==> src/rtl/cpuPkg.sv <==
package cpuPkg;

    typedef logic [15:0] wordT;    // Data or instruction word
    typedef logic [3:0]  regAddrT; // Register number, r0 reads zero

    // Top nibble of the instruction word
    typedef enum logic [3:0] {
        opAdd  = 4'h0,
        opSub  = 4'h1,
        opXor  = 4'h2,
        opAnd  = 4'h3,
        opSll  = 4'h4,
        opSra  = 4'h5,
        opRor  = 4'h6,
        opNop7 = 4'h7, // No-op, also used as pipeline bubble
        opLw   = 4'h8,
        opSw   = 4'h9,
        opLlb  = 4'hA,
        opLhb  = 4'hB,
        opB    = 4'hC,
        opNopD = 4'hD,
        opNopE = 4'hE,
        opHlt  = 4'hF
    } opcodeT;

    // Branch condition, bits 11..9 of a B instruction
    typedef enum logic [2:0] {
        condNe,
        condEq,
        condGt,
        condLt,
        condGe,
        condLe,
        condOv,
        condAlways
    } condT;

    // Operand source select in execute
    typedef enum logic [1:0] {
        fwdNone,
        fwdFromMem, // EX/MEM result
        fwdFromWb   // MEM/WB writeback value
    } forwardT;

    typedef struct packed {
        logic zero;
        logic overflow;
        logic negative;
    } flagsT;

    localparam wordT nopWord = 16'h7000; // Bubble in IF/ID

endpackage
==> src/rtl/executeStage.sv <==
module executeStage (
    input  logic            clk,
    input  logic            reset,
    input  cpuPkg::opcodeT  opcode,
    input  cpuPkg::wordT    regA,
    input  cpuPkg::wordT    regB,
    input  cpuPkg::wordT    imm,
    input  cpuPkg::regAddrT rdEx,
    input  logic            memRead,
    input  logic            memWrite,
    input  logic            regWrite,
    input  logic            setsFlags,
    input  cpuPkg::forwardT forwardA,
    input  cpuPkg::forwardT forwardB,
    input  cpuPkg::wordT    wbData,      // MEM/WB value
    output cpuPkg::flagsT   flags,
    output cpuPkg::wordT    result,      // EX/MEM result, also forwarded
    output cpuPkg::wordT    storeDataMem,
    output cpuPkg::regAddrT rdMem,
    output logic            regWriteMem,
    output logic            memReadMem,
    output logic            memWriteMem,
    output logic            haltMem
);
    import cpuPkg::*;

    wordT        opA, opB, aluOut;
    logic [31:0] rotWide;
    logic        overflow;

    function automatic wordT pickOperand(forwardT sel, wordT regVal, wordT memVal, wordT wbVal);
        case (sel)
            fwdFromMem: return memVal;
            fwdFromWb:  return wbVal;
            default:    return regVal;
        endcase
    endfunction

    assign opA     = pickOperand(forwardA, regA, result, wbData);
    assign opB     = pickOperand(forwardB, regB, result, wbData); // SW data too
    assign rotWide = {opA, opA} >> imm[3:0];

    always_comb begin
        aluOut   = '0;
        overflow = 1'b0;
        case (opcode)
            opAdd: begin
                aluOut   = opA + opB; // Wraps
                overflow = (opA[15] == opB[15]) && (aluOut[15] != opA[15]);
            end
            opSub: begin
                aluOut   = opA - opB;
                overflow = (opA[15] != opB[15]) && (aluOut[15] != opA[15]);
            end
            opXor:      aluOut = opA ^ opB;
            opAnd:      aluOut = opA & opB;
            opSll:      aluOut = opA << imm[3:0];
            opSra:      aluOut = wordT'($signed(opA) >>> imm[3:0]);
            opRor:      aluOut = rotWide[15:0];
            opLw, opSw: aluOut = opA + imm; // Word address
            opLlb:      aluOut = imm;
            opLhb:      aluOut = {imm[7:0], opA[7:0]};
            default:    aluOut = '0;
        endcase
    end

    // Z for all flag setters, V and N only for ADD and SUB
    always_ff @(posedge clk) begin
        if (reset) begin
            flags <= '0;
        end else if (setsFlags) begin
            flags.zero <= (aluOut == '0);
            if (opcode == opAdd || opcode == opSub) begin
                flags.overflow <= overflow;
                flags.negative <= aluOut[15];
            end
        end
    end

    always_ff @(posedge clk) begin
        if (reset) begin
            regWriteMem <= 1'b0;
            memReadMem  <= 1'b0;
            memWriteMem <= 1'b0;
            haltMem     <= 1'b0;
        end else begin
            regWriteMem <= regWrite;
            memReadMem  <= memRead;
            memWriteMem <= memWrite;
            haltMem     <= (opcode == opHlt);
        end
    end

    always_ff @(posedge clk) begin
        result       <= aluOut;
        storeDataMem <= opB;
        rdMem        <= rdEx; // Data register for SW
    end

endmodule

==> config.mk <==
export PLATFORM = sky130hd
export DESIGN_NAME = executeStage
export DESIGN_NICKNAME = d
export VERILOG_FILES = /design/src/rtl/cpuPkg.sv /design/src/rtl/executeStage.sv
export SDC_FILE = /design/constraint.sdc
export NUM_CORES = 1
export LEC_CHECK = 0
export BUFFER_PORTS_ARGS = -buffer_cell sky130_fd_sc_hd__buf_4
export CORE_MARGIN = 2
export CORE_UTILIZATION = 50
export DETAILED_ROUTE_END_ITERATION = 8
export PLACE_DENSITY_LB_ADDON = 0.3
export SYNTH_ARGS = -nofsm -noshare
export SYNTH_HDL_FRONTEND = slang
export SYNTH_SLANG_ARGS = --single-unit
export TNS_END_PERCENT = 10
==> constraint.sdc <==
create_clock -name clk -period 6.3 [get_ports clk]
set_input_delay 0.63 -clock clk [delete_from_list [all_inputs] [get_ports clk]]
set_output_delay 0.63 -clock clk [all_outputs]
set_load 0.005 [all_outputs]
======== Yosys cells after proc, flatten, opt, wreduce, memory -nomap -nowiden ========
Cells that the tools add are included.
word-level totals
  input bits .............................. 82
  output and inout port bits .............. 43
  logic and storage cells ................. 48
  register bits ........................... 43
cells by class
  bitwise logic cells ..................... 2
  multiplexer cells ....................... 4
  $add $sub $neg .......................... 3
  reductions and logical operators ........ 7
  shift-type cells ........................ 3
  equal/unequal tests ..................... 19
operators with widths
  operator                                                                count
  16-bit case mux with 10 select lines                                    1
  16-bit case mux with 2 select lines                                     2
  16-bit adder                                                            2
  32-bit by 4-bit right shift with 16-bit output                          1
  4-bit equality test (second input constant)                             5
  16-bit bitwise AND                                                      1
  16-bit zero test                                                        1
  16-bit by 4-bit << shifter with 16-bit output                           1
  16-bit by 4-bit >>> shifter with 16-bit output                          1
  16-bit subtractor                                                       1
  16-bit XOR                                                              1
  4-bit by 3-bit equality test with 1-bit output (second input constant)  3
  4-bit by 2-bit equality test with 1-bit output (second input constant)  2
  2-bit by 1-bit equality test with 1-bit output (second input constant)  2
  2-bit equality test (second input constant)                             2
  4-bit by 1-bit equality test with 1-bit output (second input constant)  1
  4-bit zero test                                                         1
  1-bit inequality test                                                   3
  1-bit logical AND                                                       2
  1-bit case mux with 2 select lines                                      1
  2-bit AND reduction                                                     1
  2-bit OR reduction                                                      1
  1-bit equality test                                                     1
  1-bit logical OR                                                        1

======== Logic depth before layout (Yosys ltp) ========
Gate-level depths: netlist of run 1.
  word-level depth ........................ 6
  depth in mapped cells ................... 19
  gate-level depth less buffers ........... 17

======== Worst setup path before layout of run 1 ========
No wires, ideal clock.
  path kind ............................... input to register
  start ................................... input port forwardA[0]
  end ..................................... register flags[2] (netlist name)
  data arrival time ....................... 4.991 ns
  stages .................................. 18
  required time ........................... 6.241 ns
  path slack .............................. 1.250 ns
  setup time .............................. 0.059 ns
  cells stage by stage .................... inv_1 -> ha_1 -> inv_1 -> clkbuf_1 -> clkbuf_1 -> mux2_2 -> ha_1 -> clkbuf_1 -> o21ba_2 -> nor4_1 -> o31ai_1 -> nand3_1 -> nor4bb_1 -> nand4_1 -> or4_1 -> or4_1 -> nor4_2 -> a22o_1
between the ends
  cells in the longest elaborated chain, start to end .. 5
  elaborated cells between the ends (all ways) .. 13
  those cells by class .................... add/sub: 3; eq/ne: 2; shift: 3; mux: 2; bitwise: 2; reduce/logical: 1
ends and longest elaborated chain
  item                                                                                   line                text
  start: declaration                                                                     executeStage.sv:13  input cpuPkg::forwardT forwardA,
  2-bit equality test or 2-bit by 1-bit equality test with 1-bit output (tied branches)  executeStage.sv:32  case (sel)
  16-bit case mux with 2 select lines (*)                                                executeStage.sv:32
  16-bit adder (tied with other cells)                                                   executeStage.sv:60  opLw, opSw: aluOut = opA + imm;
  16-bit case mux with 10 select lines (*)                                               executeStage.sv:46  case (opcode)
  named net aluOut[10]                                                                   executeStage.sv:27  wordT opA, opB, aluOut;
  16-bit zero test (*)                                                                   executeStage.sv:72  flags.zero <= (aluOut == '0);
  end: declaration                                                                       executeStage.sv:16  output cpuPkg::flagsT flags,
Mark *: on every way through the listed nets, which the timed path passes. The rest lies on a longest branch.
A chain may end at the register's enable or synchronous reset.

======== Final worst setup path of run 1 ========
  start ................................... input port forwardB[0]
  end ..................................... register flags[2] (netlist name)
between the ends
  cells in the longest elaborated chain, start to end .. 5
  elaborated cells between the ends (all ways) .. 9
  those cells by class .................... add/sub: 2; eq/ne: 2; mux: 2; bitwise: 2; reduce/logical: 1
ends and longest elaborated chain
  item                                                                                   line                                    text
  start: declaration                                                                     executeStage.sv:14                      input cpuPkg::forwardT forwardB,
  2-bit equality test or 2-bit by 1-bit equality test with 1-bit output (tied branches)  executeStage.sv:32
  16-bit case mux with 2 select lines (*)                                                executeStage.sv:32
  named net opB[0]                                                                       executeStage.sv:27
  16-bit subtractor or 16-bit adder (tied branches)                                      executeStage.sv:52, executeStage.sv:48
  16-bit case mux with 10 select lines (*)                                               executeStage.sv:46
  named net aluOut[10]                                                                   executeStage.sv:27
  16-bit zero test (*)                                                                   executeStage.sv:72
Marks and branches as above.

==> flow_summary_export.csv, run 1 <==
group,metric,value,unit
yosys,synth_warnings,0,
route,post_drt_wl_per_cell,28.2,um
yosys,synth_nets,1022,
cts,cts_sinks,43,
cts,hold_buffers,0,
final_layout,post-route-util,0.596,
yosys,yosysMostFrequentCell,"nand2_1",
floorplan,dieWidth,123,um
worst_setup_path,cp_cell_sequence,"buf_4 > inv_1 > ha_1 > buf_4 > a22oi_1 > o21ai_0 > ha_1 > inv_1 > fa_1 > o21ba_2 > nor4_1 > o31ai_1 > nand3_1 > nor4bb_1 > nand4_1 > or4_1 > or4_1 > nor4_2 > a22o_1",
cts,htreeDepth,2,
sta,finClkSkew,0.0215,ns
sta,finalCritPeriodShare,0.855,
grt,antenna_found_initial,0,
status,outcome,"completed",
worst_setup_path,r2r-start,"result[0]$_DFF_P_",
cts,cts_buffer_depth,2,
sta,grt_setup_unrepaired,"false",
cts,worstSkewPairLatency,0.31,ns
yosys,async_flop_share,0,
yosys,yosys-top-cells-area,"mux4_2, dfxtp_1, ha_1",
yosys,muxShareOfSynthArea,0.203,
yosys,post-synth-top-area-cell,"mux4_2",
worst_setup_path,critPathMaxFanout,16,
placement,port-buffer-count,124,
yosys,synthAdderAreaFrac,0.102,
grt,grt_usage,0.424,
yosys,synth_top_area_frac,0.152,
yosys,synth.avg_cell_area,8.05,um2
cts,cts_buffers,5,
route,firstDrtPassIters,7,
yosys,yosys.area_share.simple,0.192,
worst_setup_path,reg2reg_slack,1.33,ns
cts,cts_tree,"yes",
worst_setup_path,endpoint_kind,"flop",
yosys,netlist_area,7110,um2
yosys,ys_seq_elements,43,
final_layout,drive_gt1_frac,0.236,
yosys,synth_edf_count,0,
floorplan,die_h,123,um
worst_setup_path,cpLargestDelayFamily,"simple AND/OR/NAND/NOR gates",
sta,tightest_slew,1.10,ns
floorplan,ios,125,
floorplan,dieArea,15200,um2
sta,max_freq,186,MHz
floorplan,core_area,13900,um2
route,drt_iter0_markers,1459,
worst_setup_path,arrival,5.62,ns
route,avgViaCountPerCell,7.20,
yosys,synthXorXnorAreaFrac,0.0357,
pwr,cellLeakagePower,0.00354,uW
worst_setup_path,critical-path-slowest-cell,"o21ai_0",
worst_setup_path,path_buf_inv,4,
worst_setup_path,ff2ff_path_depth,15,
cts,ctsResizeCount,0,
cts,clock-root-buffer,"clkbuf_16",
route,ant_nets,0,
sta,finalHoldViolCount,0,
cts,clkTransAtPathRegs,0.06,ns
route,wl,32100,um
final_layout,syn_to_final_growth,16.4,%
sta,slew_viol_final,0,
flow_run,maxCapViolations,0,
placement,placed_cell_area,8110,um2
sta,finalCriticalPeriod,5.39,ns
worst_setup_path,cp_slowest_stage_delay,0.66,ns
sta,hold_slack,0.437,ns
pwr,power_density,209,nW/um2
yosys,synth_ff_type,"dfxtp_1",
grt,grt_pass1_vias,7387,
hold_path,hp-class,"in2reg",
worst_setup_path,required,6.53,ns
final_layout,nets,1097,
grt,overflow,0,
worst_setup_path,worstSetupPathType,"in2reg",
placement,detailed_place_hpwl,25200,um
floorplan,floorplan.rows,43,
route,vias,8206,
route,drc,0,
sta,relSlewSlack,0.264,
final_layout,design_area,8280,um2
yosys,yosysSeqAreaShare,0.121,
yosys,ys_types,76,
worst_setup_path,crit_path_start,"forwardB[0]",
worst_setup_path,path_depth,19,
yosys,synth_top_family_by_area,"compound AO/OA/AOI/OAI gates",
sta,fin_setup_tns,0,ns
final_layout,diodes,0,
cts,cts_setup_buffers,0,
floorplan,initial_core_util,0.512,
yosys,synth_commonest_cells,"nand2_1, nor2_1, clkbuf_1",
worst_setup_path,cp-start-kind,"input port",
yosys,synth_compound_area_frac,0.275,
yosys,synth_cells,884,
pwr,ir_drop,0.155,mV
grt,grt_max_degree,44,
sta,setup_viol,0,
worst_setup_path,crit_end,"flags[2]$_SDFFE_PP0P_",
placement,gp_congestion,1.03,
grt,grt_first_pass_wirelength,47300,um
worst_setup_path,regToRegEndpoint,"flags[2]$_SDFFE_PP0P_",
[worst min-delay path by stage]
stage,end,cells past startpoint,start,slack [ns]
floorplan,flags[2]$_SDFFE_PP0P_,1,flags[2]$_SDFFE_PP0P_,0.47
global placement,flags[2]$_SDFFE_PP0P_,1,flags[2]$_SDFFE_PP0P_,0.47
detailed placement,flags[2]$_SDFFE_PP0P_,1,flags[2]$_SDFFE_PP0P_,0.49
CTS,rdMem[3]$_DFF_P_,1,rdEx[3],0.44
global route,rdMem[2]$_DFF_P_,1,rdEx[2],0.43
finish,rdMem[3]$_DFF_P_,1,rdEx[3],0.44
[power by group]
group	internal, uW	total (uW)	switching (uW)
combinational	430	1070	641
clock	189	319	130
sequential	310	344	34.5
total	928	1730	806
[layout make-up]
class                           instances  area, um2
Clock buffer                            5        125
Fill cell                            1292       5600
Inverter                               58        218
Tap cell                              180        225
Timing Repair Buffer                  138       1040
Sequential cell                        43        861
Multi-Input combinational cell        713       5770
Clock inverter                          3       46.3
[logic make-up (layout without fill, tap and decap cells)]
group / Yosys count / in the layout
AO/OA/AOI/OAI: 267 / 267
XOR/XNOR: 29 / 29
adder cells (fa/ha/maj): 56 / 56
buffers and inverters: 128 / 204
flip-flops: 43 / 43
multiplexers: 83 / 83
AND/OR/NAND/NOR: 278 / 278
[flip-flops by register name, indices dropped and copies added (netlist names)]
register	cells
flags	3
haltMem	1
memReadMem	1
memWriteMem	1
rdMem	4
regWriteMem	1
result	16
storeDataMem	16
[cell usage in the layout, fill, tap and decap left out, types with 23 or more instances in the layout]
cell and instances:
nor2_1 62, ha_1 53, nand2_1 82, mux2i_1 23, nor3_1 23, o21ai_0 30, inv_1 53, nand3_1 26
a22oi_1 31, buf_4 138, a21oi_1 39, mux4_2 48, dfxtp_1 43
[per-layer routing]
layer  vias up  wire, um  track usage
met5         -         0            0
met4         0      1810        0.219
met3       121      3950       0.0839
met2       678     14100        0.643
met1      3884     12200        0.571
li1       3523         -            -
[per-stage QoR]
stage | worst slack [ns] | instances | power (uW)
after floorplan | 1.25 | 884 | 993
after global placement | 0.844 | 1132 | 1380
after detailed placement | 0.735 | 1132 | 1370
after CTS | 1.06 | 1140 | 1690
after global routing | 0.653 | 1140 | 1800
final | 0.914 | 1140 | 1730
No activity file was read; power rests on OpenSTA's default activity.
==> run 2: changes to the inputs <==
--- a/config.mk
+++ b/config.mk
@@ -10,4 +10,6 @@
 export CORE_UTILIZATION = 50
+export CTS_BUF_LIST = sky130_fd_sc_hd__clkbuf_16
 export DETAILED_ROUTE_END_ITERATION = 8
 export PLACE_DENSITY_LB_ADDON = 0.3
+export SLEW_MARGIN = 40
 export SYNTH_ARGS = -nofsm -noshare
==> constraint.sdc (replaced) <==
create_clock -name clk -period 6.3 [get_ports clk]
set_input_delay 0 -clock clk [delete_from_list [all_inputs] [get_ports clk]]
set_output_delay 0 -clock clk [all_outputs]
set_load 0.005 [all_outputs]
==> flow_summary_export.csv, run 2 (synthesized netlist as in run 1, its figures left out) <==
group,metric,value,unit
status,outcome,"completed",
cts,cts_buffer_depth,2,
final_layout,final_common_cell,"buf_4",
sta,hold_slack,0.0123,ns
sta,finalHoldViolCount,0,
placement,detailed_place_hpwl,24800,um
placement,place_inst,1129,
worst_setup_path,r2r-start,"result[0]$_DFF_P_",
worst_setup_path,cp_cell_sequence,"buf_4 > inv_1 > ha_1 > a22o_1 > o21a_1 > ha_1 > inv_1 > fa_1 > o21ba_2 > nor4_1 > o31ai_1 > nand3_1 > nor4bb_1 > nand4_1 > or4_1 > or4_1 > nor4_2 > a22o_1",
final_layout,layout.cells.non_filler,1149,
final_layout,multi_input_area,5790,um2
sta,tightest_slew,0.752,ns
grt,antenna_found_initial,1,
worst_setup_path,critPathMaxFanout,23,
placement,port-buffer-count,124,
final_layout,post-route-util,0.604,
floorplan,core_area,13900,um2
floorplan,ios,125,
route,drc,0,
final_layout,fill_cells,1302,
hold_path,hp-class,"in2reg",
worst_setup_path,ff2ff_path_depth,15,
cts,clkTransAtPathRegs,0.08,ns
cts,cts_sinks,43,
hold_path,holdPathEnd,"storeDataMem[15]$_DFF_P_",
sta,relSlewSlack,0.493,
final_layout,seqCellArea,861,um2
sta,setup_viol,0,
sta,finalCritPeriodShare,0.745,
grt,overflow,0,
hold_path,hold_depth,3,
placement,gp_congestion,1.09,
route,firstDrtPassIters,8,
grt,grt_max_degree,44,
worst_setup_path,endpoint_kind,"flop",
floorplan,die_h,123,um
pwr,ir_drop,0.144,mV
final_layout,final_cell_mix,"buf_4, nand2_1, nor2_1",
pwr,cellLeakagePower,0.00358,uW
sta,finalCriticalPeriod,4.69,ns
floorplan,floorplan.rows,43,
final_layout,nets,1105,
route,wl,31500,um
grt,grt_pass1_vias,7532,
route,drt_iter0_markers,1238,
pwr,power_density,204,nW/um2
cts,htreeDepth,2,
final_layout,drive_gt1_frac,0.235,
final_layout,design_area,8390,um2
worst_setup_path,worstSetupPathType,"in2reg",
route,ant_nets,0,
floorplan,dieWidth,123,um
worst_setup_path,cp_slowest_stage_delay,0.62,ns
worst_setup_path,reg2reg_slack,1.65,ns
hold_path,hp-start,"regB[15]",
worst_setup_path,cpLargestDelayFamily,"simple AND/OR/NAND/NOR gates",
sta,grt_setup_unrepaired,"false",
cts,clock-root-buffer,"clkbuf_16",
worst_setup_path,critical-path-slowest-cell,"ha_1",
sta,fin_setup_tns,0,ns
worst_setup_path,required,6.56,ns
route,avgViaCountPerCell,7.19,
worst_setup_path,arrival,4.95,ns
worst_setup_path,cp-start-kind,"input port",
worst_setup_path,regToRegEndpoint,"flags[2]$_SDFFE_PP0P_",
cts,worstSkewPairLatency,0.30,ns
route,post_drt_wl_per_cell,27.5,um
cts,cts_tree,"yes",
floorplan,dieArea,15200,um2
final_layout,reg_top3,"result x16, storeDataMem x16, rdMem x4",
grt,grt_usage,0.414,
sta,finClkSkew,0.0136,ns
cts,cts_setup_buffers,0,
sta,slew_viol_final,0,
floorplan,initial_core_util,0.512,
final_layout,syn_to_final_growth,17.9,%
worst_setup_path,path_buf_inv,3,
placement,placed_cell_area,8090,um2
route,vias,8258,
flow_run,maxCapViolations,0,
grt,grt_first_pass_wirelength,46500,um
cts,cts_buffers,5,
sta,max_freq,213,MHz
[run 2: power breakdown]
group | switching [uW] | total, uW | internal, uW
clock network | 127 | 316 | 189
registers | 36.7 | 346 | 310
logic | 621 | 1050 | 432
total | 785 | 1720 | 930
[run 2: timing repair]
| item | CTS | global route |
|---|---|---|
| hold buffers | 11 | 0 |
| gates resized for setup | 0 | 0 |
| endpoints found under the hold margin | 10 | 0 |
| setup endpoints to repair | 0 | 0 |
[run 2: through the flow]
stage                     setup slack (ns)  power (uW)
after global routing                  1.26        1780
after CTS                             1.67        1680
after detailed placement              1.35        1350
final                                 1.61        1720
after global placement                1.47        1360
after floorplan                       1.88         993
[run 2: area by class of cell]
type,count,share of cell area
diodes,1,0.000298
clock buffers,5,0.0149
clock inverters,3,0.00552
inverters,58,0.0260
multi-input cells,713,0.690
flip-flops and latches,43,0.103
well taps,180,0.0268
repair buffers,146,0.134
[run 2: layer usage]
metal / global-route usage / vias up / share of wire
met3: 0.0932 / 145 / 0.11
li1: - / 3552 / -
met4: 0.226 / 0 / 0.066
met5: 0 / - / 0
met2: 0.627 / 695 / 0.43
met1: 0.547 / 3866 / 0.38
[run 2: worst max-delay path by stage]
stage	startpoint	end	slack, ns	depth (start not counted)
after CTS	forwardA[0]	flags[2]$_SDFFE_PP0P_	1.67	18
after global routing	forwardA[0]	flags[2]$_SDFFE_PP0P_	1.26	18
after detailed placement	forwardB[0]	flags[2]$_SDFFE_PP0P_	1.35	17
after floorplan	forwardA[0]	flags[2]$_SDFFE_PP0P_	1.88	18
final	forwardA[0]	flags[2]$_SDFFE_PP0P_	1.61	18
after global placement	forwardA[0]	flags[2]$_SDFFE_PP0P_	1.47	18
[run 2: worst register-to-register path, delay by kind of cell, from the launching register on]
kind / cells / cell delay (ns)
flip-flops: 1 / 0.39
buffers and inverters: 1 / 0.07
AND/OR/NAND/NOR: 7 / 2.04
AO/OA/AOI/OAI: 5 / 1.34
adder cells (fa/ha/maj): 2 / 0.75
==> run 3: changes to the inputs <==
clock period = 4 ns   (was 6.3 ns; I/O delays follow)
==> flow_summary_export.csv, run 3 (synthesized netlist as in run 1, its figures left out) <==
group,metric,value,unit
final_layout,post-route-util,0.707,
cts,cts_sinks,43,
placement,placed_cell_area,9310,um2
grt,overflow,0,
pwr,p_int,1750,uW
floorplan,ios,125,
route,drt_iter0_markers,1453,
sta,finalHoldViolCount,0,
floorplan,die_h,123,um
grt,grt_first_pass_wirelength,51500,um
sta,max_freq,242,MHz
grt,grt_max_degree,38,
final_layout,final_common_cell,"buf_4",
flow_run,maxCapViolations,0,
cts,worstSkewPairLatency,0.31,ns
pwr,power_frac_seq,0.174,
route,highest_layer,"met4",
sta,relSlewSlack,0.417,
worst_setup_path,endpoint_kind,"flop",
sta,grt_setup_unrepaired,"true",
cts,clkTransAtPathRegs,0.07,ns
hold_path,hp-class,"in2reg",
pwr,switching_power,1370,uW
pwr,comb_power_share,0.671,
grt,antenna_found_initial,1,
grt,grt_pass1_vias,8504,
worst_setup_path,arrival,4.37,ns
pwr,ir_drop,0.256,mV
pwr,design_power_total,3120,uW
route,vias,9035,
sta,tightest_slew,0.868,ns
cts,clock-root-buffer,"clkbuf_16",
cts,cts_buffer_depth,2,
status,violations,"setup timing",
floorplan,dieWidth,123,um
pwr,pwr-share-clk,0.155,
final_layout,nets,1270,
sta,finalCritPeriodShare,1.03,
final_layout,reg_top3,"result x16, storeDataMem x16, rdMem x4",
route,firstDrtPassIters,7,
status,outcome,"finished with violations",
grt,grt_usage,0.464,
placement,gp_congestion,1.08,
placement,port-buffer-count,124,
floorplan,dieArea,15200,um2
floorplan,floorplan.rows,43,
pwr,switching_share,0.440,
route,post_drt_wl_per_cell,27.0,um
pwr,cellLeakagePower,0.00442,uW
route,avgViaCountPerCell,6.88,
worst_setup_path,critPathMaxFanout,5,
sta,worst_slack,-0.126,ns
final_layout,drive_gt1_frac,0.366,
floorplan,core_area,13900,um2
route,drc,0,
sta,finClkSkew,0.0121,ns
placement,detailed_place_hpwl,28400,um
cts,htreeDepth,2,
pwr,power_density,318,nW/um2
route,dr_wl_met2,15600,um
worst_setup_path,cp-start-kind,"flop",
sta,setup_viol,1,
route,wl,35400,um
worst_setup_path,required,4.24,ns
sta,finalCriticalPeriod,4.13,ns
final_layout,syn_to_final_growth,37.9,%
final_layout,final_cell_mix,"buf_4, nand2_1, nor2_1",
route,drt-met1-wl,12700,um
final_layout,design_area,9810,um2
floorplan,initial_core_util,0.512,
route,ant_nets,0,
cts,cts_tree,"yes",
cts,cts_buffers,5,
sta,slew_viol_final,0,
worst_setup_path,worstSetupPathType,"reg2reg",
route,wl_met3,4610,um
[run 3: cell count changes in the layout (fill, tap and decap cells not counted), sizes merged]
cell	change
dlygate4sd3	+2
clkinv	+2
inv	-1
clkinvlp	-1
buf	+163
[run 3: worst paths after layout]
check,from,to,slack [ns],cells after the start
max reg2reg,result[1]$_DFF_P_,flags[2]$_SDFFE_PP0P_,-0.13,12
max,result[1]$_DFF_P_,flags[2]$_SDFFE_PP0P_,-0.13,12
min reg2reg,flags[1]$_SDFFE_PP0P_,flags[1]$_SDFFE_PP0P_,0.53,2
min,regB[13],storeDataMem[13]$_DFF_P_,0.05,4
[run 3: timing repair]
item	4_1_cts	5_1_grt
resized for setup	6	30
endpoints found under the setup margin	1	1
pin swaps	1	13
hold buffers	13	0
setup buffers	0	5
endpoints found under the hold margin	12	0
[run 3: layer usage]
metal,track usage,vias to the layer above
li1,-,3882
met1,0.568,4251
met2,0.720,710
met3,0.146,192
met4,0.266,0
met5,0,-
[run 3: layout make-up]
type	count	area, um2
multi-input combinational	713	5940
sequential	43	862
clock inverter	3	38.8
fill	1186	4070
inverter	58	218
antenna	1	2.50
tap	180	225
timing repair buffer	311	2390
clock buffer	5	125
[run 3: power groups by stage]
stage / registers, uW / clock network (uW) / logic (uW)
final: 542 / 484 / 2090
after global routing: 545 / 497 / 2190
after CTS: 537 / 483 / 1970
after detailed placement: 546 / 0 / 1940
after global placement: 547 / 0 / 1930
after floorplan: 536 / 0 / 1030
[run 3: through the flow]
step	hold slack [ns]	setup slack, ns	setup TNS (ns)	std cells
detailed placement	0.106	-0.211	-0.211	1287
global route	0.0563	-0.159	-0.159	1313
global placement	0.104	-0.162	-0.162	1287
finish	0.0454	-0.126	-0.126	1314
floorplan	0.0277	0.0199	0	884
CTS	0.0452	0.0111	0	1308
[run 3: worst max-delay path, stage by stage (launching register included)]
cell and delay [ns]:
dfxtp_1 0.35, a22o_4 0.24, mux2_2 0.36, ha_1 0.34, nand2b_1 0.20, a2111o_1 0.47, a32oi_1 0.23, xor2_1 0.28
o211ai_1 0.26, or4_1 0.47, or4_4 0.44, nor4_4 0.23, a22o_1 0.19
